<file path="config.mk">
export PLATFORM = sky130hd
export DESIGN_NAME = hazardUnit_flat
export DESIGN_NICKNAME = d
export VERILOG_FILES = /design/src/cpuPkg.sv /design/src/hazardIf.sv /design/src/hazardUnit.sv /design/src/flat_wrapper.sv
export VERILOG_INCLUDE_DIRS = /design/src
export SDC_FILE = /design/constraint.sdc
export NUM_CORES = 1
export LEC_CHECK = 0
export BUFFER_PORTS_ARGS = -buffer_cell sky130_fd_sc_hd__buf_4
export CORE_AREA = 5 5 42 44
export DETAILED_ROUTE_END_ITERATION = 8
export DIE_AREA = 0 0 47 49
export PLACE_DENSITY = 0.89
export SYNTH_ARGS = -nofsm -noshare
export SYNTH_HDL_FRONTEND = slang
export SYNTH_SLANG_ARGS = --single-unit
</file>
<file path="constraint.sdc">
create_clock -name vclk -period 1.5
set_input_delay 0.15 -clock vclk [all_inputs]
set_output_delay 0.15 -clock vclk [all_outputs]
set_load 0.02 [all_outputs]
</file>
<file path="src/cpuParams.svh">
`ifndef CPU_PARAMS_SVH
`define CPU_PARAMS_SVH

// data and address width
`define CPU_XLEN 32

// architectural registers
`define CPU_NREGS 32

// data memory depth in words
`define CPU_DMEM_WORDS 256

// jal link target
`define CPU_LINK_REG 31

`endif
</file>
<file path="src/cpuPkg.sv">
`default_nettype none

package cpuPkg;

	typedef enum logic [5:0] {
		OP_RTYPE = 6'h00,
		OP_J     = 6'h02,
		OP_JAL   = 6'h03,
		OP_BEQ   = 6'h04,
		OP_BNE   = 6'h05,
		OP_ADDI  = 6'h08,
		OP_ANDI  = 6'h0c,
		OP_ORI   = 6'h0d,
		OP_LUI   = 6'h0f,
		OP_LW    = 6'h23,
		OP_SW    = 6'h2b
	} opcodeT;

	typedef enum logic [5:0] {
		F_ADD = 6'h20,
		F_SUB = 6'h22,
		F_AND = 6'h24,
		F_OR  = 6'h25,
		F_SLT = 6'h2a
	} functT;

	// R view, the jump target is its low 26 bits
	typedef struct packed {
		opcodeT opcode;
		logic [4:0] rs;
		logic [4:0] rt;
		logic [4:0] rd;
		logic [4:0] shamt;
		functT funct;
	} rInstrT;

	typedef struct packed {
		opcodeT opcode;
		logic [4:0] rs;
		logic [4:0] rt;
		logic [15:0] imm;
	} iInstrT;

	typedef union packed {
		rInstrT r;
		iInstrT i;
	} instrT;

	typedef enum logic [2:0] {
		ALU_ADD,
		ALU_SUB,
		ALU_AND,
		ALU_OR,
		ALU_SLT
	} aluOpT;

	// operand B source, also picks how decode extends the immediate
	typedef enum logic [1:0] {
		SRC_REG  = 2'b00,
		SRC_SIGN = 2'b01,
		SRC_ZERO = 2'b10
	} aluSrcT;

	typedef struct packed {
		logic regWrite;
		logic memToReg;
		logic memWrite;
		aluSrcT aluSrc;
		logic outSelect;
		logic regDst;
		logic link;
		aluOpT aluOp;
	} ctrlT;

	typedef enum logic [1:0] {
		FWD_NONE = 2'b00,
		FWD_WB   = 2'b01,
		FWD_MEM  = 2'b10
	} fwdSelT;

endpackage

`default_nettype wire

</file>
<file path="src/hazardIf.sv">
`timescale 1ns/1ps
`default_nettype none
`include "cpuParams.svh"

interface hazardIf;
	import cpuPkg::*;

	localparam int RW = $clog2(`CPU_NREGS);

	// register indices seen by each stage
	logic [RW-1:0] rsD;
	logic [RW-1:0] rtD;
	logic [RW-1:0] rsE;
	logic [RW-1:0] rtE;
	logic [RW-1:0] destE;
	logic [RW-1:0] destM;
	logic [RW-1:0] destW;

	logic branchD;
	logic regWriteE;
	logic memToRegE;
	logic regWriteM;
	logic memToRegM;
	logic regWriteW;

	// decisions from the hazard unit
	logic stallF;
	logic stallD;
	logic flushE;
	fwdSelT fwdAE;
	fwdSelT fwdBE;
	fwdSelT fwdAD;
	fwdSelT fwdBD;

	modport stage (
		output rsD, rtD, rsE, rtE, destE, destM, destW,
		output branchD, regWriteE, memToRegE, regWriteM, memToRegM, regWriteW,
		input stallF, stallD, flushE, fwdAE, fwdBE, fwdAD, fwdBD
	);

	modport unit (
		input rsD, rtD, rsE, rtE, destE, destM, destW,
		input branchD, regWriteE, memToRegE, regWriteM, memToRegM, regWriteW,
		output stallF, stallD, flushE, fwdAE, fwdBE, fwdAD, fwdBD
	);

endinterface

`default_nettype wire

</file>
<file path="src/hazardUnit.sv">
`timescale 1ns/1ps
`default_nettype none
`include "cpuParams.svh"

module hazardUnit (
	input logic CLK,
	input logic rst,
	hazardIf.unit hz
);
	import cpuPkg::*;

	localparam int RW = $clog2(`CPU_NREGS);

	logic lwStall;
	logic branchStall;
	logic stall;

	// a set regWrite implies a nonzero destination
	function automatic fwdSelT pickExec(input logic [RW-1:0] src);
		if (hz.regWriteM && hz.destM == src) begin
			return FWD_MEM;
		end
		if (hz.regWriteW && hz.destW == src) begin
			return FWD_WB;
		end
		return FWD_NONE;
	endfunction

	// load in execute feeding the instruction in decode
	assign lwStall = hz.memToRegE && hz.regWriteE &&
		(hz.destE == hz.rsD || hz.destE == hz.rtD);

	// branch waits on a producer in execute or a load in memory
	assign branchStall = hz.branchD && (
		(hz.regWriteE && (hz.destE == hz.rsD || hz.destE == hz.rtD)) ||
		(hz.memToRegM && hz.regWriteM && (hz.destM == hz.rsD || hz.destM == hz.rtD)));

	assign stall = lwStall || branchStall;

	assign hz.stallF = stall;
	assign hz.stallD = stall;
	assign hz.flushE = stall;

	always_comb begin
		hz.fwdAE = pickExec(hz.rsE);
		hz.fwdBE = pickExec(hz.rtE);
	end

	// a load in memory is never forwarded to decode
	assign hz.fwdAD = (hz.regWriteM && !hz.memToRegM && hz.destM == hz.rsD) ?
		FWD_MEM : FWD_NONE;
	assign hz.fwdBD = (hz.regWriteM && !hz.memToRegM && hz.destM == hz.rtD) ?
		FWD_MEM : FWD_NONE;

	// a stalled consumer never sees its producer in execute
	stallBubble: assert property (@(posedge CLK) disable iff (rst)
		hz.stallD |=> !hz.regWriteE);

endmodule

`default_nettype wire

</file>
<file path="src/flat_wrapper.sv">
// flat-port wrapper written by rule: the top's interface ports become plain ports
module hazardUnit_flat import cpuPkg::*;
  (CLK, rst, hz_rsD, hz_rtD, hz_rsE, hz_rtE, hz_destE, hz_destM, hz_destW, hz_branchD, hz_regWriteE, hz_memToRegE, hz_regWriteM, hz_memToRegM, hz_regWriteW, hz_stallF, hz_stallD, hz_flushE, hz_fwdAE, hz_fwdBE, hz_fwdAD, hz_fwdBD);
  hazardIf hz_i ();
  input logic CLK;
  input logic rst;
  input wire logic [$bits(hz_i.rsD)-1:0] hz_rsD;
  input wire logic [$bits(hz_i.rtD)-1:0] hz_rtD;
  input wire logic [$bits(hz_i.rsE)-1:0] hz_rsE;
  input wire logic [$bits(hz_i.rtE)-1:0] hz_rtE;
  input wire logic [$bits(hz_i.destE)-1:0] hz_destE;
  input wire logic [$bits(hz_i.destM)-1:0] hz_destM;
  input wire logic [$bits(hz_i.destW)-1:0] hz_destW;
  input wire logic [$bits(hz_i.branchD)-1:0] hz_branchD;
  input wire logic [$bits(hz_i.regWriteE)-1:0] hz_regWriteE;
  input wire logic [$bits(hz_i.memToRegE)-1:0] hz_memToRegE;
  input wire logic [$bits(hz_i.regWriteM)-1:0] hz_regWriteM;
  input wire logic [$bits(hz_i.memToRegM)-1:0] hz_memToRegM;
  input wire logic [$bits(hz_i.regWriteW)-1:0] hz_regWriteW;
  output wire logic [$bits(hz_i.stallF)-1:0] hz_stallF;
  output wire logic [$bits(hz_i.stallD)-1:0] hz_stallD;
  output wire logic [$bits(hz_i.flushE)-1:0] hz_flushE;
  output wire logic [$bits(hz_i.fwdAE)-1:0] hz_fwdAE;
  output wire logic [$bits(hz_i.fwdBE)-1:0] hz_fwdBE;
  output wire logic [$bits(hz_i.fwdAD)-1:0] hz_fwdAD;
  output wire logic [$bits(hz_i.fwdBD)-1:0] hz_fwdBD;
  assign hz_i.rsD = hz_rsD;
  assign hz_i.rtD = hz_rtD;
  assign hz_i.rsE = hz_rsE;
  assign hz_i.rtE = hz_rtE;
  assign hz_i.destE = hz_destE;
  assign hz_i.destM = hz_destM;
  assign hz_i.destW = hz_destW;
  assign hz_i.branchD = hz_branchD;
  assign hz_i.regWriteE = hz_regWriteE;
  assign hz_i.memToRegE = hz_memToRegE;
  assign hz_i.regWriteM = hz_regWriteM;
  assign hz_i.memToRegM = hz_memToRegM;
  assign hz_i.regWriteW = hz_regWriteW;
  assign hz_stallF = hz_i.stallF;
  assign hz_stallD = hz_i.stallD;
  assign hz_flushE = hz_i.flushE;
  assign hz_fwdAE = hz_i.fwdAE;
  assign hz_fwdBE = hz_i.fwdBE;
  assign hz_fwdAD = hz_i.fwdAD;
  assign hz_fwdBD = hz_i.fwdBD;
  hazardUnit u_core (.CLK(CLK), .rst(rst), .hz(hz_i));
endmodule
</file>
[Yosys cells after proc, flatten, opt, wreduce, memory -nomap -nowiden]
Cells that the tools add are included.
Storage, ports and cells
  register bits after elaboration: 0
  latch bits: 0
  RAM bits: 0
  memory bits (read-only): 0
  input port bits: 43
  output and inout bits: 11
  word-level logic and storage cells: 42
  memories kept: 0
Operators by class
  add/subtract/negate cells: 0
  multipliers: 0
  div/mod/pow operators: 0
  $lt $le $gt $ge: 0
  equality and inequality tests: 8
  shift operators: 0
  mux-type cells: 16
  bitwise logic cells: 0
  reductions and logical operators: 18
Operators with widths (number)
  $eq A5 B5 Y1: 8
  $mux W2: 10
  $logic_and A1 B1 Y1: 13
  $mux W1: 6
  $logic_or A1 B1 Y1: 4
  $logic_not A1 Y1: 1

[Longest topological paths before layout]
Gate-level depths: netlist of the first run.
  depth in word-level cells: 6
  gate-level depth with buffers: 5
  mapped depth without buffers: 4

[Worst setup path before layout of the first run]
OpenSTA, ideal clock, no wires.
  kind: input to output
  start: input hz_destM[3]
  end: output hz_stallD
  arrival: 1235 ps
  data required time: 1350 ps
  slack: 115 ps
  stages: 5
  path buffers: 1
  cells stage by stage: xor2_1 nor3_1 a22oi_1 o21ai_1 buf_4
Between the ends
  longest elaborated chain between the ends: 6
  elaborated cells between the ends (all ways): 7
  classes of those cells: eq/ne: 2; reduce/logical: 5
RTL lines
  from (decl): RTL line flat_wrapper.sv:12  | input wire logic [$bits(hz_i.destM)-1:0] hz_destM;
  $eq A5 B5 Y1: RTL line hazardUnit.sv:36  | (hz.memToRegM && hz.regWriteM && (hz.destM == hz.rsD || hz.destM == hz.rtD)));
  $logic_or A1 B1 Y1 *: RTL line hazardUnit.sv:36
  $logic_and A1 B1 Y1 *: RTL line hazardUnit.sv:36
  $logic_or A1 B1 Y1 *: RTL line hazardUnit.sv:35  | (hz.regWriteE && (hz.destE == hz.rsD || hz.destE == hz.rtD)) ||
  $logic_and A1 B1 Y1 *: RTL line hazardUnit.sv:34  | assign branchStall = hz.branchD && (
  $logic_or A1 B1 Y1 *: RTL line hazardUnit.sv:38  | assign stall = lwStall || branchStall;
  to (decl): RTL line flat_wrapper.sv:21  | output wire logic [$bits(hz_i.stallD)-1:0] hz_stallD;
Every way passes the cells marked *; elsewhere a longest branch is shown, timed or not.

[Final worst setup path of the first run]
  start: input hz_rtD[4]
  end: output hz_stallF
Between the ends
  longest elaborated chain between the ends: 6
  elaborated cells between the ends (all ways): 10
  classes of those cells: eq/ne: 2; reduce/logical: 8
RTL lines
  from (decl): RTL line flat_wrapper.sv:8  | input wire logic [$bits(hz_i.rtD)-1:0] hz_rtD;
  $eq A5 B5 Y1 (on tied branches): RTL line hazardUnit.sv:31, hazardUnit.sv:35, hazardUnit.sv:36
  $logic_or A1 B1 Y1 (on tied branches): RTL line hazardUnit.sv:31, hazardUnit.sv:35, hazardUnit.sv:36
  $logic_and A1 B1 Y1 (on tied branches): RTL line hazardUnit.sv:35, hazardUnit.sv:36
  $logic_or A1 B1 Y1: RTL line hazardUnit.sv:35
  $logic_and A1 B1 Y1: RTL line hazardUnit.sv:34
  $logic_or A1 B1 Y1 *: RTL line hazardUnit.sv:38
  to (decl): RTL line flat_wrapper.sv:20  | output wire logic [$bits(hz_i.stallF)-1:0] hz_stallF;
Marks and branches as above.

==> run summary, run 1 <==
• **number of global-route vias before repair** 665
• **number of max-cap violations** 0
• **Sum Neg Setup Slack** 0 ps
• **data arrival time of the critical path** 1250 ps
• **antenna cell count** 0
• **endpoint kind of the worst setup timing path** primary output
• **run status** completed
• **met1 routing resource usage after global routing** 14.8%
• **via count of the routed design** 650
• **Fillers** 148
• **highest-count cells in the layout ignoring fill and taps** sky130_fd_sc_hd__buf_4 (50), sky130_fd_sc_hd__xor2_1 (36), sky130_fd_sc_hd__nor4_1 (6), sky130_fd_sc_hd__nor2_1 (6), sky130_fd_sc_hd__xnor2_1 (4)
• **power density over the cells** 275 nW/um^2
• **DRC violation total after the first TritonRoute iteration** 6
• **number of clock buffers in the layout** 0
• **largest net degree at the start of global routing** 6
• **worst-path cell with the longest stage delay** sky130_fd_sc_hd__nor4_1
• **IO Port Bufs** 50
• **type of element launching the critical path** input pin
• **Final period util** 93.1%
• **average detailed-routed wire length per instance** 13.9 microns
• **Row Count** 14
• **worst-path fanout max** 3
• **Synth Warn #** 0
• **largest voltage drop on the vdd net** 125 uV
• **Core ar.** 1400 sq um
• **achievable frequency** 0.716 GHz
• **share of layout cells above drive strength 1** 44.4%
• **final RePlAce weighted congestion** 0.777
• **GRT Resource Usage Total** 14.8%
• **Gates resized, CTS repair** 0
• **Crit Path Category** input pin to primary output
• **data required time of the critical path** 1350 ps
• **count of pins on the block boundary** 54
• **layout net count** 162
• **number of flip-flops and latches** 0
• **Layout area overhead** 72.0%
• **global-route wire length before repair** 2650 microns
• **average via count per standard cell** 4.89
• **starting density of the core** 37.6%
• **gate count of the mapped netlist** 70
• **final hold violation count** 0
• **clock period minus worst slack** 1400 ps
• **number of buffers inserted by post-CTS setup repair** 0
• **final core utilization** 64.6%
• **number of max-slew violations in the final report** 0
• **busiest layer in global routing** met2
• **final routed DRC violation total** 0
• **TritonRoute pass-1 iters** 4
• **half-perimeter wire length of the detailed placement result** 1700 microns
• **area used by sequential logic in the layout** 0 sq um
• **cell breakdown of the critical path** buf_4, xor2_1, nor4_1, a22oi_1, o21ai_1, buf_4
• **type of the tightest min-delay check** input pin to primary output
• **total leakage power** 0.467 nW
• **Top cell by count, worst path** sky130_fd_sc_hd__buf_4
• **final setup violation count** 0
• **Post-Route WL** 1850 microns
• **met3 layer usage reported by global route** 2.95%
• **sequential cell area fraction in the yosys report** 0%
• **peak per-stage delay on the critical path** 380 ps
• **initial antenna violation count** 0
• **Die X-Extent** 47 microns
• **number of library cell types mapped by synthesis** 13
• **setup repair after global routing missed its margin** no
• **Syn Area/Cell** 7.53 sq um
• **number of nets with antenna violations after detailed routing** 0
• **overflow left after global routing** 0
• **Die H** 49 microns
• **number of buffers inserted for hold repair after clock tree synthesis** 0
• **Post-Syn Area** 527 sq um
• **global-route met2 utilization** 29.0%
• **total die area** 2300 sq um
• **most frequent standard cell in the layout excluding fill and tap cells** sky130_fd_sc_hd__buf_4
[worst max-delay path: cells and delay by family]
kind | cells | cell delay [ps]
AO/OA/AOI/OAI | 2 | 260
XOR/XNOR | 1 | 150
buffers and inverters | 2 | 310
AND/OR/NAND/NOR | 1 | 380
[layout make-up]
type | instances | area (sq um) | share of cell area (%)
multi-input cells | 67 | 510 | 56.4
well taps | 16 | 20.0 | 2.21
repair buffers | 50 | 375 | 41.4
[cell families after synthesis]
family,Yosys count,share of synthesized area [%]
other cells,1,0.712
buf+inv,4,5.70
xor+xnor,40,66.5
simple gates,21,22.3
compound gates,4,4.75
[path summary, 6_finish.rpt]
check / startpoint / to / cells past startpoint
max: hz_rtD[4] / hz_stallF / 6
min: hz_regWriteW / hz_fwdBE[0] / 4
[report_power, final]
group          total [mW]  switching [mW]  internal (mW)
Sequential              0               0              0
Combinational       0.249           0.116          0.133
Clock                   0               0              0
Total               0.249           0.116          0.133
[through the flow]
stage               total power [mW]  area [sq um]  hold WS (ps)  worst slack (ps)  instances
finish                         0.249           906           654               104        133
global route                   0.269           906           678              50.1        133
CTS                            0.246           896           658              98.9        133
detailed placement             0.245           896           656               101        133
global placement               0.236           896           652               158        133
floorplan                      0.107           531           434               115         71
[routing by layer]
metal / up-vias / wire length (microns)
met5: - / 0
met1: 288 / 565
met2: 33 / 1070
li1: 327 / -
met3: 2 / 189
met4: 0 / 27
[synthesized netlist by cell type, drive strengths merged]
cell    n  area share [%]
xor2   36              60
conb    1            0.71
o21ai   2             1.9
nor3    2             1.9
and3    2             2.4
a22oi   2             2.8
buf     4             5.7
nor4    6             7.1
nor2    6             4.3
and4b   2             3.8
nand3   3             2.8
xnor2   4             6.7
No activity file was read; power rests on OpenSTA's default activity.
==> inputs of run 2 (changes only) <==
Settings changed: CAP_MARGIN from default to 30, SETUP_SLACK_MARGIN from default to 0.2.
==> run 2 against run 1 <==
Sequential cell count unchanged. Sequential share of layout area unchanged. Utilization up 7.3 points. Worst setup slack better by 73 ps. Critical path depth unchanged. Critical path type unchanged. Largest cell class unchanged. Highest routed layer unchanged.
==> run summary, run 2 (same netlist as run 1, synthesis figures left out) <==
• **via count of the routed design** 652
• **type of element launching the critical path** input pin
• **global-route wire length before repair** 2880 microns
• **number of buffers inserted for hold repair after clock tree synthesis** 0
• **Core ar.** 1400 sq um
• **GRT Resource Usage Total** 15.9%
• **final hold violation count** 0
• **Die X-Extent** 47 microns
• **type of the tightest min-delay check** input pin to primary output
• **final-layout worst hold slack** 646 ps
• **area used by sequential logic in the layout** 0 sq um
• **peak per-stage delay on the critical path** 310 ps
• **achievable frequency** 0.756 GHz
• **share of layout cells above drive strength 1** 51.7%
• **slack of the critical path** 177 ps
• **cell breakdown of the critical path** buf_8, xor2_2, nor4_2, and3_1, nor2_1, buf_4
• **final setup violation count** 0
• **post-route met1 wirelength** 697 microns
• **Placed Area** 900 sq um
• **largest voltage drop on the vdd net** 133 uV
• **count of cell instances traversed by the critical path** 6
• **number of global-route vias before repair** 707
• **Crit Path Category** input pin to primary output
• **WP buf/inv** 2
• **total die area** 2300 sq um
• **number of nets with antenna violations after detailed routing** 0
• **number of flip-flops and latches** 0
• **IO Port Bufs** 50
• **total leakage power** 0.495 nW
• **worst-path fanout max** 2
• **endpoint kind of the worst setup timing path** primary output
• **Final period util** 88.2%
• **DR WL met3** 140 microns
• **starting density of the core** 37.6%
• **final RePlAce weighted congestion** 0.812
• **final routed DRC violation total** 0
• **Sum Neg Setup Slack** 0 ps
• **Fillers** 108
• **data arrival time of the critical path** 1170 ps
• **fin area** 1010 sq um
• **DRC violation total after the first TritonRoute iteration** 3
• **number of clock buffers in the layout** 0
• **overflow left after global routing** 0
• **Hold Path Cell Cnt** 4
• **layout net count** 163
• **largest net degree at the start of global routing** 6
• **Post-Route WL** 1940 microns
• **most frequent standard cell in the layout excluding fill and tap cells** sky130_fd_sc_hd__buf_4
• **average via count per standard cell** 4.87
• **half-perimeter wire length of the detailed placement result** 1600 microns
• **count of pins on the block boundary** 54
• **data required time of the critical path** 1350 ps
• **Row Count** 14
• **clock period minus worst slack** 1320 ps
• **highest-count cells in the layout ignoring fill and taps** sky130_fd_sc_hd__buf_4 (43), sky130_fd_sc_hd__xor2_1 (32), sky130_fd_sc_hd__nor2_1 (6), sky130_fd_sc_hd__buf_6 (6)
• **power density over the cells** 279 nW/um^2
• **detailed-routed wire length on met2** 1050 microns
• **number of max-cap violations** 0
• **TritonRoute pass-1 iters** 2
• **Die H** 49 microns
• **antenna cell count** 0
• **number of max-slew violations in the final report** 0
• **run status** completed
• **worst-path cell with the longest stage delay** sky130_fd_sc_hd__nor4_2
• **cell type group with the largest total delay on the critical path** simple AND/OR/NAND/NOR gates
• **Layout area overhead** 91.4%
• **top layer used by detailed routing** met4
• **initial antenna violation count** 0
• **Post-Place Setup Slack** 182 ps
• **average detailed-routed wire length per instance** 14.4 microns
• **setup repair after global routing missed its margin** yes
==> run 2: what timing repair did <==
item	in CTS	in global routing
setup buffers	0	1
pin swaps	6	14
resized for setup	4	17
setup endpoints to repair	5	6
hold endpoints to repair	0	0
==> run 2: final cells by class <==
class / count / area, sq um / share of cell area (%)
timing repair buffer: 51 / 425 / 42.2
tap: 16 / 20.0 / 1.99
multi-input combinational: 67 / 563 / 55.8
==> run 2: path summary, 6_finish.rpt <==
check | from | to
hold / removal | hz_regWriteW | hz_fwdBE[0]
setup / recovery | hz_rtE[4] | hz_fwdBE[0]
==> run 2: metal layers <==
layer / vias to the layer above / global-route usage (%)
li1: 326 / -
met1: 296 / 18.9
met4: 0 / 3.69
met2: 26 / 28.1
met3: 4 / 2.95
met5: - / 0
==> run 2: through the flow <==
stage / instances / total power [mW] / util (%)
final: 134 / 0.281 / 72.0
after global routing: 134 / 0.305 / 72.0
after detailed placement: 133 / 0.242 / 64.2
after global placement: 133 / 0.237 / 64.2
after floorplan: 71 / 0.108 / -
after CTS: 133 / 0.251 / 65.5
==> run 2: power breakdown <==
group	switching (mW)	leakage, nW	internal, mW	total, mW
Clock	0	0	0	0
Sequential	0	0	0	0
Combinational	0.129	0.495	0.152	0.281
Total	0.129	0.495	0.152	0.281
==> inputs of run 3 (changes only) <==
Settings changed: ABC_AREA from default to 1, CORE_AREA 5 5 42 44 to default, CORE_MARGIN from default to 5, CORE_UTILIZATION from default to 41, DIE_AREA 0 0 47 49 to default, PLACE_DENSITY 0.89 to default, PLACE_DENSITY_LB_ADDON from default to 0.12.
==> run 3 against run 2 <==
Cell area rose by 4.8%. Power fell by 3.5%. Fmax increased by 14%. Combinational power down 4%. Sequential cell count unchanged.
==> run summary, run 3 <==
• **run status** completed
• **clock period minus worst slack** 1160 ps
• **global-route wire length before repair** 3450 microns
• **initial antenna violation count** 0
• **data required time of the critical path** 1350 ps
• **Synth Warn #** 0
• **setup repair after global routing missed its margin** no
• **final setup violation count** 0
• **number of global-route vias before repair** 891
• **fraction of post-synthesis cell area in the top cell type by area** 37.1%
• **Syn Area/Cell** 4.56 sq um
• **Post-Route WL** 2140 microns
• **Reg power frac** 0%
• **Final period util** 77.6%
• **antenna cell count** 0
• **share of layout cells above drive strength 1** 25.8%
• **total power after layout** 271 uW
• **largest net degree at the start of global routing** 8
• **total leakage power** 0.692 nW
• **number of max-cap violations** 0
• **number of max-slew violations in the final report** 0
• **slack of the critical path** 336 ps
• **highest-count cells in the layout ignoring fill and taps** sky130_fd_sc_hd__nand2_1 (68), sky130_fd_sc_hd__buf_4 (50), sky130_fd_sc_hd__inv_1 (28)
• **final hold violation count** 0
• **final-layout worst hold slack** 581 ps
• **TritonRoute pass-1 iters** 4
• **final core utilization** 68.6%
• **count of pins on the block boundary** 54
• **achievable frequency** 0.859 GHz
• **number of library cell types mapped by synthesis** 15
• **number of nets with antenna violations after detailed routing** 0
• **number of buffers inserted by post-CTS setup repair** 0
• **most frequent standard cell in the layout excluding fill and tap cells** sky130_fd_sc_hd__nand2_1
• **average via count per standard cell** 4.62
• **IO Port Bufs** 50
• **post-layout instance count excluding filler cells** 214
• **via count of the routed design** 988
• **total die area** 2600 sq um
• **worst-path fanout max** 5
• **gate count of the mapped netlist** 151
• **Fillers** 167
• **half-perimeter wire length of the detailed placement result** 2000 microns
• **Core ar.** 1540 sq um
• **switch share** 49.5%
• **power density over the cells** 256 nW/um^2
• **Clock power frac** 0%
• **combinational share of power** 100.0%
• **sequential cell area fraction in the yosys report** 0%
• **number of buffers inserted for hold repair after clock tree synthesis** 0
• **Post-Syn Area** 688 sq um
• **largest voltage drop on the vdd net** 125 uV
• **average detailed-routed wire length per instance** 10.0 microns
• **layout net count** 243
• **switching component of the power** 134 uW
• **multi-input gate area in the final layout** 553 sq um
• **final RePlAce weighted congestion** 0.799
• **Post-Place Cells** 214
• **GRT Resource Usage Total** 15.6%
• **Layout area overhead** 53.6%
• **number of flip-flops and latches** 0
• **Int Pwr** 137 uW
• **Gates resized, CTS repair** 0
• **endpoint kind of the worst setup timing path** primary output
• **Die X-Extent** 51.0 microns
• **overflow left after global routing** 0
• **Row Count** 14
• **area used by sequential logic in the layout** 0 sq um
• **library cell occupying the most area in the post-synthesis netlist** sky130_fd_sc_hd__nand2_1
• **top cells by instance count after synthesis** sky130_fd_sc_hd__nand2_1 (68), sky130_fd_sc_hd__inv_1 (28), sky130_fd_sc_hd__nor2_1 (14)
• **most frequently used cell type in the post-synthesis netlist** sky130_fd_sc_hd__nand2_1
• **biggest area contributors in the synthesized netlist** sky130_fd_sc_hd__nand2_1 (37%), sky130_fd_sc_hd__inv_1 (15%), sky130_fd_sc_hd__xnor2_1 (10%)
• **Crit Path Category** input pin to primary output
• **Sum Neg Setup Slack** 0 ps
• **data arrival time of the critical path** 1010 ps
• **type of element launching the critical path** input pin
• **number of clock buffers in the layout** 0
• **type of the tightest min-delay check** input pin to primary output
• **final routed DRC violation total** 0
• **Die H** 51.0 microns
• **starting density of the core** 44.6%
• **DRC violation total after the first TritonRoute iteration** 28
• **Placed Area** 1060 sq um
• **fin area** 1060 sq um
• **Post-Place Setup Slack** 334 ps
[run 3: changes by cell type after synthesis, sizes merged, moves of 3 or more]
| cell | delta |
|---|---|
| a21oi | +8 |
| xnor2 | +4 |
| nand3 | +3 |
| nor4 | -6 |
| nor2 | +8 |
| inv | +29 |
| nand2 | +68 |
| xor2 | -31 |
[run 3: worst paths after layout]
| path | startpoint | endpoint | slack [ps] | depth (start not counted) |
|---|---|---|---|---|
| max | hz_destM[4] | hz_stallD | 340 | 10 |
| min | hz_memToRegM | hz_fwdBD[1] | 580 | 3 |
[run 3: power by group through the flow]
stage | Sequential (mW) | Combinational [mW] | Clock, mW
finish | 0 | 0.271 | 0
global route | 0 | 0.305 | 0
CTS | 0 | 0.273 | 0
detailed placement | 0 | 0.272 | 0
global placement | 0 | 0.265 | 0
floorplan | 0 | 0.136 | 0
[run 3: logic make-up (layout without fill, tap and decap cells)]
logic type,count (synthesis),after routing,share of synthesized area [%]
xor gates and xnor gates,13,13,16.5
buffers and inverters,33,79,20.2
other,1,2,0.545
AOI/OAI and AO/OA,11,11,9.46
and+or+nand+nor,93,93,53.3
[run 3: final cells by class]
cell class                      instances  share of cell area (%)
Inverter                               29                    10.3
Tap cell                               16                    1.89
Timing Repair Buffer                   50                    35.5
Multi-Input combinational cell        119                    52.3
[run 3: worst max-delay path: stages]
cell	delay [ps]
sky130_fd_sc_hd__buf_4	120
sky130_fd_sc_hd__inv_1	50
sky130_fd_sc_hd__nand2_1	50
sky130_fd_sc_hd__nand2_1	40
sky130_fd_sc_hd__nor2_1	110
sky130_fd_sc_hd__nand3_1	110
sky130_fd_sc_hd__nand2_1	90
sky130_fd_sc_hd__nand2_1	50
sky130_fd_sc_hd__nand2_1	90
sky130_fd_sc_hd__buf_4	150
[run 3: layer usage]
layer | vias to the layer above | share of wire (%) | global-route usage, %
met5 | - | 0 | 0
met4 | 0 | 0 | 0
met3 | 0 | 5.3 | 0.872
met2 | 27 | 52 | 28.9
met1 | 420 | 42 | 20.8
li1 | 541 | - | -
